===== src/logic/tmds_pkg.sv =====
// Shared video and TMDS types, AXI4-Lite channel structs, register map, tokens, responses
`default_nettype none

package tmds_pkg;

    // ------------------------------------------------------------------
    // Video payload
    // ------------------------------------------------------------------
    typedef struct packed {
        logic [7:0] red;
        logic [7:0] green;
        logic [7:0] blue;    // Low byte, as in PIXEL
    } rgb_t;

    typedef struct packed {
        logic [3:0] ctl;     // CONTROL[7:4]
        logic       de;      // CONTROL[2]
        logic       vsync;   // CONTROL[1]
        logic       hsync;   // CONTROL[0]
    } video_ctrl_t;

    typedef struct packed {
        video_ctrl_t ctrl;
        rgb_t        pixel;
    } video_beat_t;

    typedef logic [9:0] tmds_sym_t;

    typedef struct packed {
        tmds_sym_t red;
        tmds_sym_t green;
        tmds_sym_t blue;     // Bits 9:0 of ENCODED
    } tmds_word_t;

    typedef logic signed [4:0] disp_t;

    // ------------------------------------------------------------------
    // AXI4-Lite request channels
    // ------------------------------------------------------------------
    typedef struct packed {
        logic [31:0] addr;
        logic        valid;
    } axil_aw_t;

    typedef struct packed {
        logic [31:0] data;
        logic [3:0]  strb;
        logic        valid;
    } axil_w_t;

    typedef struct packed {
        logic [31:0] addr;
        logic        valid;
    } axil_ar_t;

    // Register map, bits 5:2 decoded
    localparam logic [5:0] ADDR_PIXEL   = 6'h00;
    localparam logic [5:0] ADDR_CONTROL = 6'h04;
    localparam logic [5:0] ADDR_ENCODED = 6'h08;
    localparam logic [5:0] ADDR_STATUS  = 6'h0C;

    localparam logic [1:0] RESP_OKAY   = 2'b00;
    localparam logic [1:0] RESP_SLVERR = 2'b10;

    // Blanking tokens indexed by {c1, c0}
    localparam tmds_sym_t CTRL_TOKEN_00 = 10'b1101010100;
    localparam tmds_sym_t CTRL_TOKEN_01 = 10'b0010101011;
    localparam tmds_sym_t CTRL_TOKEN_10 = 10'b0101010100;
    localparam tmds_sym_t CTRL_TOKEN_11 = 10'b1010101011;

    localparam int BEAT_CNT_W = 16;

endpackage

`default_nettype wire


===== src/logic/axil_regs.sv =====
// AXI4-Lite slave: register file, write and read channel control, video beat issue
`timescale 1ns/1ps
`default_nettype none

module axil_regs (
    input  wire                       aclk,
    input  wire                       aresetn,
    input  wire tmds_pkg::axil_aw_t   aw,
    output logic                      awready,
    input  wire tmds_pkg::axil_w_t    w,
    output logic                      wready,
    output logic [1:0]                bresp,
    output logic                      bvalid,
    input  wire                       bready,
    input  wire tmds_pkg::axil_ar_t   ar,
    output logic                      arready,
    output logic [31:0]               rdata,
    output logic [1:0]                rresp,
    output logic                      rvalid,
    input  wire                       rready,
    input  wire tmds_pkg::tmds_word_t tmds_data,
    input  wire                       tmds_valid,
    output tmds_pkg::video_beat_t     beat,
    output logic                      beat_valid
);

    // Register file
    tmds_pkg::video_ctrl_t           ctrl_q;
    tmds_pkg::rgb_t                  pixel_q;
    tmds_pkg::tmds_word_t            encoded_q;
    logic [tmds_pkg::BEAT_CNT_W-1:0] beat_cnt;

    // Write channel state
    logic           aw_got;      // Address held, waiting for data
    logic           w_got;       // Data held, waiting for address
    logic [3:0]     aw_addr_q;
    logic [31:0]    w_data_q;
    logic [3:0]     w_strb_q;
    logic           aw_hs;
    logic           w_hs;
    logic           wr_fire;
    logic [3:0]     wr_addr;
    logic [31:0]    wr_data;
    logic [3:0]     wr_strb;
    logic           wr_pixel;
    logic           wr_control;
    tmds_pkg::rgb_t pixel_next;

    // Read channel
    logic           ar_hs;
    logic [31:0]    rd_data;
    logic [1:0]     rd_resp;

    // ------------------------------------------------------------------
    // Write side
    // ------------------------------------------------------------------
    always_comb begin
        aw_hs   = aw.valid && awready;
        w_hs    = w.valid && wready;
        wr_fire = (aw_hs || aw_got) && (w_hs || w_got);  // Both halves in hand
        wr_addr = aw_hs ? aw.addr[5:2] : aw_addr_q;
        wr_data = w_hs ? w.data : w_data_q;
        wr_strb = w_hs ? w.strb : w_strb_q;
        wr_pixel   = (wr_addr == tmds_pkg::ADDR_PIXEL[5:2]);
        wr_control = (wr_addr == tmds_pkg::ADDR_CONTROL[5:2]);

        // Strobed bytes merge into the held pixel
        pixel_next = pixel_q;
        for (int i = 0; i < 3; i++) begin
            if (wr_strb[i]) begin
                pixel_next[8*i +: 8] = wr_data[8*i +: 8];
            end
        end
    end

    always_ff @(posedge aclk) begin
        if (!aresetn) begin
            awready    <= 1'b0;
            wready     <= 1'b0;
            aw_got     <= 1'b0;
            w_got      <= 1'b0;
            bvalid     <= 1'b0;
            beat_valid <= 1'b0;
        end else begin
            awready    <= aw.valid && !awready && !aw_got && !bvalid;
            wready     <= w.valid && !wready && !w_got && !bvalid;
            beat_valid <= wr_fire && wr_pixel;

            if (bvalid && bready) begin
                bvalid <= 1'b0;
            end

            if (wr_fire) begin
                aw_got <= 1'b0;
                w_got  <= 1'b0;
                bvalid <= 1'b1;
            end else begin
                if (aw_hs) aw_got <= 1'b1;
                if (w_hs)  w_got  <= 1'b1;
            end
        end
    end

    always_ff @(posedge aclk) begin
        if (aw_hs) begin
            aw_addr_q <= aw.addr[5:2];
        end
        if (w_hs) begin
            w_data_q <= w.data;
            w_strb_q <= w.strb;
        end
        if (wr_fire) begin
            bresp <= (wr_pixel || wr_control) ? tmds_pkg::RESP_OKAY : tmds_pkg::RESP_SLVERR;
        end
        if (wr_fire && wr_pixel) begin
            beat <= '{ctrl: ctrl_q, pixel: pixel_next};
        end
    end

    // Register file updates, both from the bus and from the encoder
    always_ff @(posedge aclk) begin
        if (!aresetn) begin
            ctrl_q    <= '0;
            pixel_q   <= '0;
            encoded_q <= '0;
            beat_cnt  <= '0;
        end else begin
            if (wr_fire && wr_pixel) begin
                pixel_q <= pixel_next;
            end
            if (wr_fire && wr_control && wr_strb[0]) begin
                ctrl_q <= '{ctl: wr_data[7:4], de: wr_data[2],
                            vsync: wr_data[1], hsync: wr_data[0]};
            end
            if (tmds_valid) begin
                encoded_q <= tmds_data;
                beat_cnt  <= beat_cnt + 1'b1;
            end
        end
    end

    // ------------------------------------------------------------------
    // Read side
    // ------------------------------------------------------------------
    always_comb begin
        ar_hs   = ar.valid && arready;
        rd_resp = tmds_pkg::RESP_OKAY;
        case (ar.addr[5:2])
            tmds_pkg::ADDR_PIXEL[5:2]:   rd_data = {8'h00, pixel_q};
            tmds_pkg::ADDR_CONTROL[5:2]: rd_data = {24'h0, ctrl_q.ctl, 1'b0, ctrl_q.de,
                                                    ctrl_q.vsync, ctrl_q.hsync};
            tmds_pkg::ADDR_ENCODED[5:2]: rd_data = {2'b00, encoded_q};
            tmds_pkg::ADDR_STATUS[5:2]:  rd_data = 32'(beat_cnt);
            default: begin
                rd_data = '0;
                rd_resp = tmds_pkg::RESP_SLVERR;
            end
        endcase
    end

    always_ff @(posedge aclk) begin
        if (!aresetn) begin
            arready <= 1'b0;
            rvalid  <= 1'b0;
        end else begin
            arready <= ar.valid && !arready && !rvalid;
            if (ar_hs) begin
                rvalid <= 1'b1;
            end else if (rvalid && rready) begin
                rvalid <= 1'b0;
            end
        end
    end

    always_ff @(posedge aclk) begin
        if (ar_hs) begin                // Held stable while rvalid waits
            rdata <= rd_data;
            rresp <= rd_resp;
        end
    end

endmodule

`default_nettype wire


===== src/logic/tmds_channel_encoder.sv =====
// Single-channel TMDS 8b/10b encoder, two pipeline stages, running disparity
`timescale 1ns/1ps
`default_nettype none

module tmds_channel_encoder (
    input  wire                 aclk,
    input  wire                 aresetn,
    input  wire                 valid_in,
    input  wire                 de,
    input  wire [1:0]           ctrl,      // {c1, c0}
    input  wire [7:0]           data,
    output logic                valid_out,
    output tmds_pkg::tmds_sym_t sym
);

    // Stage 1 signals
    logic       [3:0] data_ones;
    logic             use_xnor;
    logic       [8:0] q_m;
    logic       [3:0] q_m_ones;
    logic             s1_valid;
    logic             s1_de;
    logic       [1:0] s1_ctrl;
    logic       [8:0] s1_q_m;
    logic       [3:0] s1_ones;

    // Stage 2 signals
    tmds_pkg::disp_t     disp;
    tmds_pkg::disp_t     diff;        // Ones minus zeros of q_m[7:0]
    tmds_pkg::disp_t     disp_next;
    tmds_pkg::tmds_sym_t sym_next;

    // ------------------------------------------------------------------
    // Stage 1: transition minimizing
    // ------------------------------------------------------------------
    always_comb begin
        data_ones = '0;
        for (int i = 0; i < 8; i++) begin
            data_ones = data_ones + 4'(data[i]);
        end
        use_xnor = (data_ones > 4'd4) || (data_ones == 4'd4 && !data[0]);

        q_m[0] = data[0];
        for (int i = 1; i < 8; i++) begin
            q_m[i] = use_xnor ? ~(q_m[i-1] ^ data[i]) : (q_m[i-1] ^ data[i]);
        end
        q_m[8] = ~use_xnor;

        q_m_ones = '0;
        for (int i = 0; i < 8; i++) begin
            q_m_ones = q_m_ones + 4'(q_m[i]);
        end
    end

    always_ff @(posedge aclk) begin
        if (!aresetn) begin
            s1_valid <= 1'b0;
        end else begin
            s1_valid <= valid_in;
        end
    end

    always_ff @(posedge aclk) begin
        s1_de   <= de;
        s1_ctrl <= ctrl;
        s1_q_m  <= q_m;
        s1_ones <= q_m_ones;
    end

    // ------------------------------------------------------------------
    // Stage 2: DC balance
    // ------------------------------------------------------------------
    always_comb begin
        diff = tmds_pkg::disp_t'(s1_ones) - tmds_pkg::disp_t'(4'd8 - s1_ones);
        if (!s1_de) begin
            disp_next = '0;             // Blanking resets the balance
            case (s1_ctrl)
                2'b00:   sym_next = tmds_pkg::CTRL_TOKEN_00;
                2'b01:   sym_next = tmds_pkg::CTRL_TOKEN_01;
                2'b10:   sym_next = tmds_pkg::CTRL_TOKEN_10;
                default: sym_next = tmds_pkg::CTRL_TOKEN_11;
            endcase
        end else if (disp == 0 || s1_ones == 4'd4) begin
            // Neutral case, bit 8 decides the inversion
            sym_next  = {~s1_q_m[8], s1_q_m[8], s1_q_m[8] ? s1_q_m[7:0] : ~s1_q_m[7:0]};
            disp_next = s1_q_m[8] ? disp + diff : disp - diff;
        end else if ((!disp[4] && s1_ones > 4'd4) || (disp[4] && s1_ones < 4'd4)) begin
            sym_next  = {1'b1, s1_q_m[8], ~s1_q_m[7:0]};   // Pull back toward zero
            disp_next = disp - diff + (s1_q_m[8] ? 5'sd2 : 5'sd0);
        end else begin
            sym_next  = {1'b0, s1_q_m[8], s1_q_m[7:0]};
            disp_next = disp + diff - (s1_q_m[8] ? 5'sd0 : 5'sd2);
        end
    end

    always_ff @(posedge aclk) begin
        if (!aresetn) begin
            valid_out <= 1'b0;
            disp      <= '0;
        end else begin
            valid_out <= s1_valid;
            if (s1_valid) begin
                disp <= disp_next;
            end
        end
    end

    always_ff @(posedge aclk) begin
        if (s1_valid) begin
            sym <= sym_next;
        end
    end

endmodule

`default_nettype wire


===== src/logic/tmds_encoder.sv =====
// Three-channel TMDS encoder with control bit mapping and aligned output register
`timescale 1ns/1ps
`default_nettype none

module tmds_encoder (
    input  wire                         aclk,
    input  wire                         aresetn,
    input  wire tmds_pkg::video_beat_t  beat,
    input  wire                         beat_valid,
    output tmds_pkg::tmds_word_t        tmds_data,
    output logic                        tmds_valid
);

    tmds_pkg::tmds_sym_t sym_red;
    tmds_pkg::tmds_sym_t sym_green;
    tmds_pkg::tmds_sym_t sym_blue;
    logic [2:0]          ch_valid;      // {red, green, blue}

    // Blue carries the syncs
    tmds_channel_encoder blue_enc (
        .aclk      (aclk),
        .aresetn   (aresetn),
        .valid_in  (beat_valid),
        .de        (beat.ctrl.de),
        .ctrl      ({beat.ctrl.vsync, beat.ctrl.hsync}),
        .data      (beat.pixel.blue),
        .valid_out (ch_valid[0]),
        .sym       (sym_blue)
    );

    tmds_channel_encoder green_enc (
        .aclk      (aclk),
        .aresetn   (aresetn),
        .valid_in  (beat_valid),
        .de        (beat.ctrl.de),
        .ctrl      (beat.ctrl.ctl[1:0]),
        .data      (beat.pixel.green),
        .valid_out (ch_valid[1]),
        .sym       (sym_green)
    );

    tmds_channel_encoder red_enc (
        .aclk      (aclk),
        .aresetn   (aresetn),
        .valid_in  (beat_valid),
        .de        (beat.ctrl.de),
        .ctrl      (beat.ctrl.ctl[3:2]),
        .data      (beat.pixel.red),
        .valid_out (ch_valid[2]),
        .sym       (sym_red)
    );

    // ------------------------------------------------------------------
    // Output register, word leaves with all three symbols together
    // ------------------------------------------------------------------
    always_ff @(posedge aclk) begin
        if (!aresetn) begin
            tmds_valid <= 1'b0;
        end else begin
            tmds_valid <= &ch_valid;
        end
    end

    always_ff @(posedge aclk) begin
        if (&ch_valid) begin
            tmds_data <= '{red: sym_red, green: sym_green, blue: sym_blue};
        end
    end

endmodule

`default_nettype wire


===== src/logic/tmds_encoder_axi.sv =====
// Top level: AXI4-Lite register block driving the three-channel TMDS encoder
`timescale 1ns/1ps
`default_nettype none

module tmds_encoder_axi (
    input  wire                       aclk,
    input  wire                       aresetn,

    // AXI4-Lite slave
    input  wire tmds_pkg::axil_aw_t   s_axi_aw,
    output logic                      s_axi_awready,
    input  wire tmds_pkg::axil_w_t    s_axi_w,
    output logic                      s_axi_wready,
    output logic [1:0]                s_axi_bresp,
    output logic                      s_axi_bvalid,
    input  wire                       s_axi_bready,
    input  wire tmds_pkg::axil_ar_t   s_axi_ar,
    output logic                      s_axi_arready,
    output logic [31:0]               s_axi_rdata,
    output logic [1:0]                s_axi_rresp,
    output logic                      s_axi_rvalid,
    input  wire                       s_axi_rready,

    // Encoded symbols
    output tmds_pkg::tmds_word_t      tmds_data,
    output logic                      tmds_valid
);

    tmds_pkg::video_beat_t beat;
    logic                  beat_valid;

    axil_regs axil_regs_inst (
        .aclk       (aclk),
        .aresetn    (aresetn),
        .aw         (s_axi_aw),
        .awready    (s_axi_awready),
        .w          (s_axi_w),
        .wready     (s_axi_wready),
        .bresp      (s_axi_bresp),
        .bvalid     (s_axi_bvalid),
        .bready     (s_axi_bready),
        .ar         (s_axi_ar),
        .arready    (s_axi_arready),
        .rdata      (s_axi_rdata),
        .rresp      (s_axi_rresp),
        .rvalid     (s_axi_rvalid),
        .rready     (s_axi_rready),
        .tmds_data  (tmds_data),    // Fed back for ENCODED and STATUS
        .tmds_valid (tmds_valid),
        .beat       (beat),
        .beat_valid (beat_valid)
    );

    tmds_encoder tmds_encoder_inst (
        .aclk       (aclk),
        .aresetn    (aresetn),
        .beat       (beat),
        .beat_valid (beat_valid),
        .tmds_data  (tmds_data),
        .tmds_valid (tmds_valid)
    );

endmodule

`default_nettype wire


===== config.mk =====
export PLATFORM = sky130hd
export DESIGN_NAME = tmds_encoder_axi
export DESIGN_NICKNAME = d
export VERILOG_FILES = /design/src/logic/tmds_pkg.sv /design/src/logic/axil_regs.sv /design/src/logic/tmds_channel_encoder.sv /design/src/logic/tmds_encoder.sv /design/src/logic/tmds_encoder_axi.sv
export SDC_FILE = /design/constraint.sdc
export NUM_CORES = 1
export LEC_CHECK = 0
export BUFFER_PORTS_ARGS = -buffer_cell sky130_fd_sc_hd__buf_4
export CORE_MARGIN = 1
export CORE_UTILIZATION = 45
export DETAILED_ROUTE_END_ITERATION = 12
export GPL_TIMING_DRIVEN = 0
export HOLD_SLACK_MARGIN = 0.03
export PLACE_DENSITY_LB_ADDON = 0.15
export SKIP_LAST_GASP = 1
export SYNTH_ARGS = -nofsm -noshare
export SYNTH_HDL_FRONTEND = slang
export SYNTH_SLANG_ARGS = --single-unit

===== constraint.sdc =====
create_clock -name aclk -period 14.2 [get_ports aclk]
set_input_delay 1.42 -clock aclk [delete_from_list [all_inputs] [get_ports aclk]]
set_output_delay 1.42 -clock aclk [all_outputs]
set_load 0.005 [all_outputs]

==> metrics, run 1 <==
status completed; Core Area between 20000 and 30000 um^2; post-synth top area share 26.6%; port bufs 107; Final setup viols 0; Synth Warn # 0; Syn Inst Count 1177; Clock Latency Late Sink 550 ps; clk sinks 300; Setup CP Type register to register; WL/cell around 17 um; ys flop type dfxtp_1; Final min period 6400 ps; Slew @ Worst Pin 1240 ps; H-tree depth 1; Top-Level Pins 179; clk slew on worst S/H paths 60 ps; Die Area roughly 32000 um^2; Pre-antenna DRT Iters 5; most frequent cells in the layout dfxtp_1 (175), nor2_1 (134), edfxtp_1 (123); postcts setup bufs 0; share of flip-flops with an asynchronous set or reset 0%; CTS max path bufs 3; layout cells sized above 1 18.2%; CTS tree built; Pint around 1.6 mW; area leader, netlist edfxtp_1; final WL 29.8 mm; Antenna Cells 0; vias in the first global route 8375; global route overflow 0; setup repair after global routing missed its margin false; Comb power frac 17.2%; Worst IR Drop VDD about 0.00009 V; Mapped Avg Cell Area 11.8 um^2; power share of the clock group 37.7%; final hold violation count 0; Vert. Die Dim 178 um; Switch Pwr 0.561 mW; Rows 63; Hold Crit Class register to register; vias per cell 4.96; nature of the critical path startpoint register; first-iteration detailed-routing DRC count just under 500; CTS Hold Buffers Added 0; Post-DP HPWL 22.1 mm; total track usage 19.4%; CTS root buf clkbuf_16; vias between 8000 and 9000; CP Data Arrival Time slightly below 7000 ps; Starting Density 46.3%; Fmax 156 MHz; Final Net Count 1527; largest net degree at the start of global routing 33; maxcap violations 0; Cell Pwr Density 131 nW/um^2; setup TNS 0 ps; top post-synthesis cells by area edfxtp_1 (27%), dfxtp_1 (26%), ha_1 (6.7%); number of fill cells in the layout about 2600; Cell variety after synth 63; Max FO, Critical Path 4; worst clock skew 15.4 ps; number of synthesized register bits 300; EDFF count, synth 123; Final Cell Area 16200 um^2; commonest non-fill, non-tap cell in the layout dfxtp_1; sequential power share approximately 45%; final period utilization 45.1%; relative slew slack 17.1%; global-route wire length before repair 46.8 mm; Req. time, crit path 14640 ps; Post-DRT Antenna Nets 0; Synth Cell Area 13900 um^2; switching part of the total 26.4%; sequential share of the synthesized area between 50% and 60%; DRC viols 0; DP Area 15200 um^2; cts bufs inserted 31; CP endpoint kind register; Final Max Tran Viols 0; final estimated routing congestion in global placement 0.827; Layout area overhead 16.7%; leakage 6.52 nW; cts repair resizes 0; initial antenna violation count 0; chip width 178 um
[flip-flops by register name, summed over array words and instances, names as in the netlist, 10 cells and up]
signal	count
tmds_encoder_inst.blue_enc.sym	10
axil_regs_inst.rdata	30
axil_regs_inst.w_data_q	24
tmds_encoder_inst.tmds_data	30
tmds_encoder_inst.green_enc.sym	10
axil_regs_inst.beat	31
axil_regs_inst.beat_cnt	16
tmds_encoder_inst.red_enc.sym	10
axil_regs_inst.pixel_q	24
axil_regs_inst.encoded_q	30
[worst paths after layout]
| check | end | slack [ps] | start | cells after the start |
|---|---|---|---|---|
| worst min register to register | tmds_encoder_inst.blue_enc.s1_ctrl[1]$_DFF_P_ | 350 | axil_regs_inst.beat[25]$_DFFE_PP_ | 0 |
| worst max-delay path | tmds_encoder_inst.green_enc.s1_ones[1]$_DFF_P_ | 7800 | axil_regs_inst.beat[8]$_DFFE_PP_ | 20 |
| worst min-delay path | tmds_encoder_inst.blue_enc.s1_ctrl[1]$_DFF_P_ | 350 | axil_regs_inst.beat[25]$_DFFE_PP_ | 0 |
| worst max register to register | tmds_encoder_inst.green_enc.s1_ones[1]$_DFF_P_ | 7800 | axil_regs_inst.beat[8]$_DFFE_PP_ | 20 |
[per-layer routing]
| layer | track usage, % | wire [um] | vias to the layer above |
|---|---|---|---|
| li1 | - | - | 4290 |
| met1 | 27.8 | 14500 | 4099 |
| met2 | 31.0 | 13400 | 183 |
| met3 | 2.87 | 1380 | 36 |
| met4 | 4.13 | 488 | 0 |
| met5 | 0 | 0 | - |
[kinds of logic (layout without fill, tap and decap cells)]
group	Yosys count	in the layout	share of synthesized area (%)
simple gates	250	250	8.69
other cells	1	4	0.0270
compound gates	127	127	5.73
fa+ha+maj	100	100	10.4
xor+xnor	109	109	6.99
mux	144	144	11.5
buf+inv	146	310	4.45
flops	300	300	52.2
[worst max-delay path, cell delays in order, from the launching register on]
cell,delay (ps)
edfxtp_1,400
inv_1,130
fa_1,570
fa_1,430
fa_1,500
inv_1,40
ha_1,200
fa_1,430
nor3_1,240
o21ai_0,110
a21oi_1,450
xor2_1,390
inv_1,100
fa_1,480
fa_1,520
inv_1,50
fa_1,500
ha_1,170
inv_1,60
fa_1,480
inv_1,40
[power by group through the flow]
stage | Sequential, mW | Combinational, mW | Clock (mW)
2_1_floorplan | 0.972 | 0.278 | 0
3_3_place_gp | 0.977 | 0.360 | 0
3_5_place_dp | 0.978 | 0.365 | 0
4_1_cts | 0.960 | 0.369 | 0.816
5_1_grt | 0.964 | 0.413 | 0.851
6_report | 0.959 | 0.367 | 0.803
[Yosys cell counts (2+ instances only)]
cell,count
dfxtp_1,177
nor2_1,134
edfxtp_1,123
inv_1,104
mux2i_1,84
ha_1,74
xnor2_1,67
mux2_2,51
a21oi_1,45
xor2_1,41
o21ai_0,31
clkbuf_1,27
fa_1,26
nand2_1,22
nand3_1,14
nor2b_1,14
and2_1,12
nor3_1,12
a21o_1,10
and3_1,8
nand2b_1,8
mux4_2,7
o211ai_1,6
a211oi_1,5
or2_2,5
buf_2,4
buf_4,4
buf_6,4
o22ai_1,4
a22o_1,3
nor2_8,3
nor3b_1,3
nor4_1,3
nor4b_1,3
o21ai_1,3
o2bb2ai_1,3
clkbuf_8,2
mux2i_2,2
nand4_1,2
o21bai_1,2
or3_1,2
or3b_2,2
[layout make-up]
class | instances | area [um^2] | share of cell area, %
Buffer | 42 | 228 | 1.41
Clock buffer | 39 | 848 | 5.24
Clock inverter | 18 | 163 | 1.00
Inverter | 104 | 390 | 2.41
Multi-Input combinational cell | 734 | 6030 | 37.3
Sequential cell | 300 | 7240 | 44.7
Tap cell | 390 | 488 | 3.01
Timing Repair Buffer | 107 | 803 | 4.96
[through the flow]
| step | power [mW] | hold slack, ps | setup WS, ps | cells | util, % |
|---|---|---|---|---|---|
| 3_5_place_dp | 1.34 | 331 | 7810 | 1677 | 50.7 |
| 6_report | 2.13 | 349 | 7800 | 1734 | 54.1 |
| 2_1_floorplan | 1.25 | 323 | 8350 | 1180 | - |
| 4_1_cts | 2.14 | 348 | 7710 | 1734 | 54.0 |
| 3_3_place_gp | 1.34 | 327 | 7850 | 1677 | 50.7 |
| 5_1_grt | 2.23 | 351 | 7350 | 1734 | 54.1 |
Note: power is estimated with default switching activity, not from simulation.
==> run 2, diff against run 1 <==
==> constraint.sdc (replaced) <==
create_clock -name aclk -period 6.6 [get_ports aclk]
set_input_delay 0.66 -clock aclk [delete_from_list [all_inputs] [get_ports aclk]]
set_output_delay 0.66 -clock aclk [all_outputs]
set_load 0.005 [all_outputs]
==> run 2 against run 1 <==
Critical path depth unchanged; first-iteration DRC count increased by 7.1%; fmax increased by 2.9%; critical endpoint is now tmds_encoder_inst.blue_enc.s1_ones[1]$_DFF_P_.
==> metrics, run 2 (same netlist as run 1, synthesis figures left out) <==
Crit path largest cell delay 560 ps (about the same); postcts setup bufs 0 (unchanged); H-tree depth 1 (unchanged); Worst R2R Setup Slack 380 ps (-7420 ps); largest reg by FF count axil_regs_inst.beat; DP Worst Slack 209 ps (-7600 ps); Starting Density 46.3% (unchanged); cts bufs inserted 31 (unchanged); worst path bufs/invs 6 (unchanged); Core Area 30000 um^2 (unchanged); Post-DP HPWL 22.1 mm (unchanged); final hold violation count 0 (unchanged); setup repair after global routing missed its margin false; Die Area 31500 um^2 (unchanged); Crit path max-delay family adder cells; Fmax 161 MHz (+2.9%); Critical Path Most Common Cell fa_1; leakage 6.53 nW (about the same); Worst Slack Setup Final 377 ps (-7420 ps); vias per cell 4.96 (about the same); CP endpoint kind register; Final setup viols 0 (unchanged); max reg flops 31 (unchanged); met1 WL 14.5 mm (+0.23%); WL/cell 17.2 um (+0.11%); DRC viols 0 (unchanged); Top Metal Used met4; final WL 29.8 mm (+0.11%); WL met2 13.5 mm (+0.36%); first-iteration detailed-routing DRC count 525 (+7.1%); clk sinks 300 (unchanged); Setup CP Type register to register; worst-path cell chain inv_1 > fa_1 > fa_1 > fa_1 > inv_1 > ha_1 > fa_1 > nor3_1 > o21ai_0 > a21oi_2 > xor2_1 > inv_1 > fa_1 > fa_1 > inv_1 > fa_1 > ha_1 > inv_1 > fa_1 > inv_1; CP max-delay cell fa_1; vias 8607 (-0.012%); largest net degree at the start of global routing 33 (unchanged); HP Start axil_regs_inst.beat[25]$_DFFE_PP_; total track usage 19.4% (unchanged); clk slew on worst S/H paths 60 ps (about the same); CTS tree built; Vert. Die Dim 178 um (unchanged); relative slew slack 17.6% (+0.55 points); chip width 178 um (unchanged); RR Endpoint tmds_encoder_inst.blue_enc.s1_ones[1]$_DFF_P_; nature of the critical path startpoint register; worst reg2reg startpoint axil_regs_inst.beat[0]$_DFFE_PP_; maxcap violations 0 (unchanged); final period utilization 94.3% (+49 points); Layout area overhead 16.8% (about the same); CTS Hold Buffers Added 0 (unchanged); global route overflow 0 (unchanged); cts repair resizes 0 (unchanged); worst clock skew 15.9 ps (+0.471 ps); setup TNS 0 ps (unchanged); vias in the first global route 8375 (unchanged); Top-Level Pins 179 (unchanged); status completed; CP Data Arrival Time 6660 ps (-180 ps); Post-DRT Antenna Nets 0 (unchanged); Clock Latency Late Sink 550 ps (about the same); Max FO, Critical Path 4 (unchanged); Final Max Tran Viols 0 (unchanged); CTS max path bufs 3 (unchanged); Antenna Cells 0 (unchanged); Final Net Count 1527 (unchanged); Cell Pwr Density 283 nW/um^2 (+120%); Hold Crit Class register to register; port bufs 107 (unchanged); commonest non-fill, non-tap cell in the layout dfxtp_1; r2r worst-path depth 20 (unchanged); met3 WL post-DR 1.33 mm (-3.7%); Final min period 6220 ps (-178 ps); Req. time, crit path 7040 ps (-7600 ps); Pre-antenna DRT Iters 5 (unchanged); Slew @ Worst Pin 1230 ps (-8.21 ps); initial antenna violation count 0 (unchanged); Worst Hold End tmds_encoder_inst.blue_enc.s1_ctrl[1]$_DFF_P_; hold path cells 0 (unchanged); Worst IR Drop VDD 0.000190 V (+110%); global-route wire length before repair 46.8 mm (unchanged); CTS root buf clkbuf_16; Rows 63 (unchanged); layout cells sized above 1 18.5% (+0.22 points); final estimated routing congestion in global placement 0.827 (unchanged); most frequent cells in the layout dfxtp_1 (175), nor2_1 (134), edfxtp_1 (123)
run 2: worst max path at each step:
stage                                      from                                        endpoint  slack [ps]  cells past startpoint
3_3_place_gp   axil_regs_inst.beat[8]$_DFFE_PP_  tmds_encoder_inst.green_enc.s1_ones[2]$_DFF_P_         250                     20
2_1_floorplan  axil_regs_inst.beat[8]$_DFFE_PP_  tmds_encoder_inst.green_enc.s1_ones[2]$_DFF_P_         750                     20
5_1_grt        axil_regs_inst.beat[8]$_DFFE_PP_  tmds_encoder_inst.green_enc.s1_ones[2]$_DFF_P_           2                     20
3_5_place_dp   axil_regs_inst.beat[8]$_DFFE_PP_  tmds_encoder_inst.green_enc.s1_ones[1]$_DFF_P_         210                     20
6_report       axil_regs_inst.beat[0]$_DFFE_PP_   tmds_encoder_inst.blue_enc.s1_ones[1]$_DFF_P_         380                     20
4_1_cts        axil_regs_inst.beat[8]$_DFFE_PP_  tmds_encoder_inst.green_enc.s1_ones[1]$_DFF_P_         110                     20
run 2: metal layers:
metal  GRT usage (%)  vias up
met4            4.13        0
met5               0        -
met2            31.0      180
li1                -     4291
met1            27.8     4100
met3            2.87       36
run 2: power breakdown:
group	switching, mW	internal, mW	total [mW]
registers	0.0425	2.02	2.06
clock network	0.732	0.995	1.73
logic	0.434	0.358	0.791
total	1.21	3.37	4.58
run 2: cell type report:
| type | instances | area (um^2) |
|---|---|---|
| fill | 2626 | 13700 |
| sequential | 300 | 7240 |
| multi-input combinational | 734 | 6050 |
| clock buffer | 39 | 848 |
| timing repair buffer | 107 | 803 |
| tap | 390 | 488 |
| inverter | 104 | 390 |
| buffer | 42 | 228 |
| clock inverter | 18 | 163 |
run 2: through the flow:
stage	util [%]	power [mW]	hold slack [ps]	instance area, um^2	instances
final	54.1	4.58	347	16200	1734
after global routing	54.1	4.79	339	16200	1734
after detailed placement	50.7	2.89	331	15200	1677
after floorplan	-	2.69	323	13900	1180
after CTS	54.0	4.61	339	16200	1734
after global placement	50.7	2.88	327	15200	1677
==> run 3, diff against run 2 <==
--- a/config.mk
+++ b/config.mk
@@ -7,10 +7,9 @@
 export LEC_CHECK = 0
 export BUFFER_PORTS_ARGS = -buffer_cell sky130_fd_sc_hd__buf_4
 export CORE_MARGIN = 1
-export CORE_UTILIZATION = 45
+export CORE_UTILIZATION = 40
 export DETAILED_ROUTE_END_ITERATION = 12
 export GPL_TIMING_DRIVEN = 0
-export HOLD_SLACK_MARGIN = 0.03
 export PLACE_DENSITY_LB_ADDON = 0.15
 export SKIP_LAST_GASP = 1
 export SYNTH_ARGS = -nofsm -noshare
==> run 3 against run 2 <==
Critical path depth unchanged; sequential cell count stayed put; total power is 0.77% lower; combinational power is essentially flat; cell count grew 3.4%; wire length grew 2.6%; worst setup slack improved by 41 ps; critical endpoint is now tmds_encoder_inst.green_enc.s1_ones[2]$_DFF_P_; largest power group unchanged.
==> metrics, run 3 (same netlist as run 1, synthesis figures left out) <==
final hold violation count 0 (unchanged); Fmax 162 MHz (+0.66%); global route overflow 0 (unchanged); CP endpoint kind register; commonest non-fill, non-tap cell in the layout dfxtp_1; Post-DRT Antenna Nets 0 (unchanged); Final Net Count 1528 (+0.065%); DP Area 15300 um^2 (+0.49%); Final Cell Area 16300 um^2 (+0.49%); leakage 6.52 nW (about the same); CTS root buf clkbuf_16; final period utilization 93.7% (-0.62 points); WL/cell 17.1 um (-0.81%); Worst R2R Setup Slack 420 ps (+40 ps); Antenna Cells 0 (unchanged); largest net degree at the start of global routing 33 (unchanged); DRC viols 0 (unchanged); Rows 67 (+6.3%); relative slew slack 35.0% (+17 points); vias per cell 4.77 (-3.9%); vias in the first global route 8342 (-0.39%); Layout area overhead 17.4%; worst path bufs/invs 5 (-1); number of fill cells in the layout 3133 (+19%); CP Data Arrival Time 6610 ps (-50 ps); first-iteration detailed-routing DRC count 379 (-28%); final WL 30.6 mm (+2.6%); Die Area 35400 um^2 (+12%); Post-DP HPWL 23.0 mm (+3.8%); Req. time, crit path 7030 ps (about the same); worst clock skew 14.8 ps (-1.06 ps); Crit path max-delay family adder cells; H-tree depth 1 (unchanged); Starting Density 41.0% (-5.4 points); postcts setup bufs 0 (unchanged); CTS max path bufs 3 (unchanged); vias 8554 (-0.62%); Vert. Die Dim 188 um (+6.0%); cts bufs inserted 31 (unchanged); clk sinks 300 (unchanged); most frequent cells in the layout dfxtp_1 (175), nor2_1 (134), edfxtp_1 (123); Core Area 33900 um^2 (+13%); status completed; total track usage 17.4% (-2.0 points); CTS Hold Buffers Added 0 (unchanged); Cell Pwr Density 279 nW/um^2 (-1.2%); layout cells sized above 1 18.2% (-0.24 points); Crit path largest cell delay 560 ps (about the same); Top-Level Pins 179 (unchanged); max reg flops 31 (unchanged); Clock Latency Late Sink 550 ps (about the same); Hold Crit Class register to register; nature of the critical path startpoint register; Max FO, Critical Path 4 (unchanged); Slew @ Worst Pin 956 ps (-272 ps); largest reg by FF count axil_regs_inst.beat; CTS tree built; clk slew on worst S/H paths 60 ps (about the same); initial antenna violation count 1 (+1); global-route wire length before repair 47.8 mm (+2.2%); Final setup viols 0 (unchanged); Final min period 6180 ps (-40.7 ps); Critical Path Most Common Cell fa_1; Final Max Tran Viols 0 (unchanged); port bufs 107 (unchanged); setup repair after global routing missed its margin false; final estimated routing congestion in global placement 0.781 (-5.5%); Worst IR Drop VDD 0.000174 V (-8.4%); CP max-delay cell fa_1; setup TNS 0 ps (unchanged); worst-path cell chain inv_1 > fa_1 > fa_1 > fa_1 > inv_1 > ha_1 > fa_1 > nor3_1 > o21ai_0 > a21oi_2 > xor2_2 > inv_1 > fa_1 > fa_1 > inv_1 > fa_1 > ha_1 > inv_1 > fa_1 > xnor2_1; Pre-antenna DRT Iters 4 (-1); chip width 188 um (+6.0%); Setup CP Type register to register; maxcap violations 0 (unchanged)
run 3: changes by cell type in the layout (fill, tap and decap cells not counted), sizes merged:
cell,delta
buf,+1
inv,-3
bufinv,+1
clkinvlp,-1
clkbuf,+4
clkinv,-1
run 3: worst paths after layout:
kind,startpoint,to,depth (start not counted)
hold / removal,axil_regs_inst.beat[28]$_DFFE_PP_,tmds_encoder_inst.green_enc.s1_ctrl[1]$_DFF_P_,0
hold reg to reg,axil_regs_inst.beat[28]$_DFFE_PP_,tmds_encoder_inst.green_enc.s1_ctrl[1]$_DFF_P_,0
setup reg to reg,axil_regs_inst.beat[8]$_DFFE_PP_,tmds_encoder_inst.green_enc.s1_ones[2]$_DFF_P_,20
setup / recovery,axil_regs_inst.beat[8]$_DFFE_PP_,tmds_encoder_inst.green_enc.s1_ones[2]$_DFF_P_,20
run 3: worst reg2reg max path: stages, from the launching register on:
cell and delay (ps):
edfxtp_1 390, inv_1 130, fa_1 560, fa_1 430, fa_1 510, inv_1 50
ha_1 200, fa_1 430, nor3_1 250, o21ai_0 140, a21oi_2 350, xor2_2 270
inv_1 90, fa_1 470, fa_1 520, inv_1 50, fa_1 490, ha_1 180
inv_1 60, fa_1 370, xnor2_1 140
run 3: layout make-up:
type,count,area [um^2],area share (%)
Sequential cell,300,7240,44.4
Multi-Input combinational cell,734,6060,37.2
Clock buffer,43,841,5.16
Timing Repair Buffer,108,831,5.10
Tap cell,448,561,3.44
Inverter,104,390,2.40
Buffer,42,228,1.40
Clock inverter,14,138,0.845
run 3: metrics by stage:
step                util [%]  setup WS [ps]  std cells  total power [mW]  hold slack [ps]
floorplan                  -            755       1180              2.69              323
global placement        45.0            284       1735              2.88              329
detailed placement      45.0            206       1735              2.89              327
CTS                     47.9            145       1792              4.59              325
global route            48.1           1.89       1793              4.78              335
finish                  48.1            418       1793              4.55              339
run 3: what timing repair did:
action | in CTS | in global routing
hold endpoints to repair | 0 | 0
resized for setup | 0 | 5
setup endpoints to repair | 0 | 5
run 3: metal layers:
metal  GRT usage (%)  wire length [um]  up-vias
met5               0                 0        -
li1                -                 -     4298
met2            28.1             14000      153
met4            3.56               379        0
met3            2.14              1130       28
met1            25.1             15100     4075
run 3: power breakdown:
part	internal [mW]	switching, mW
Combinational	0.358	0.432
Clock	0.998	0.694
Sequential	2.02	0.0424
Total	3.38	1.17
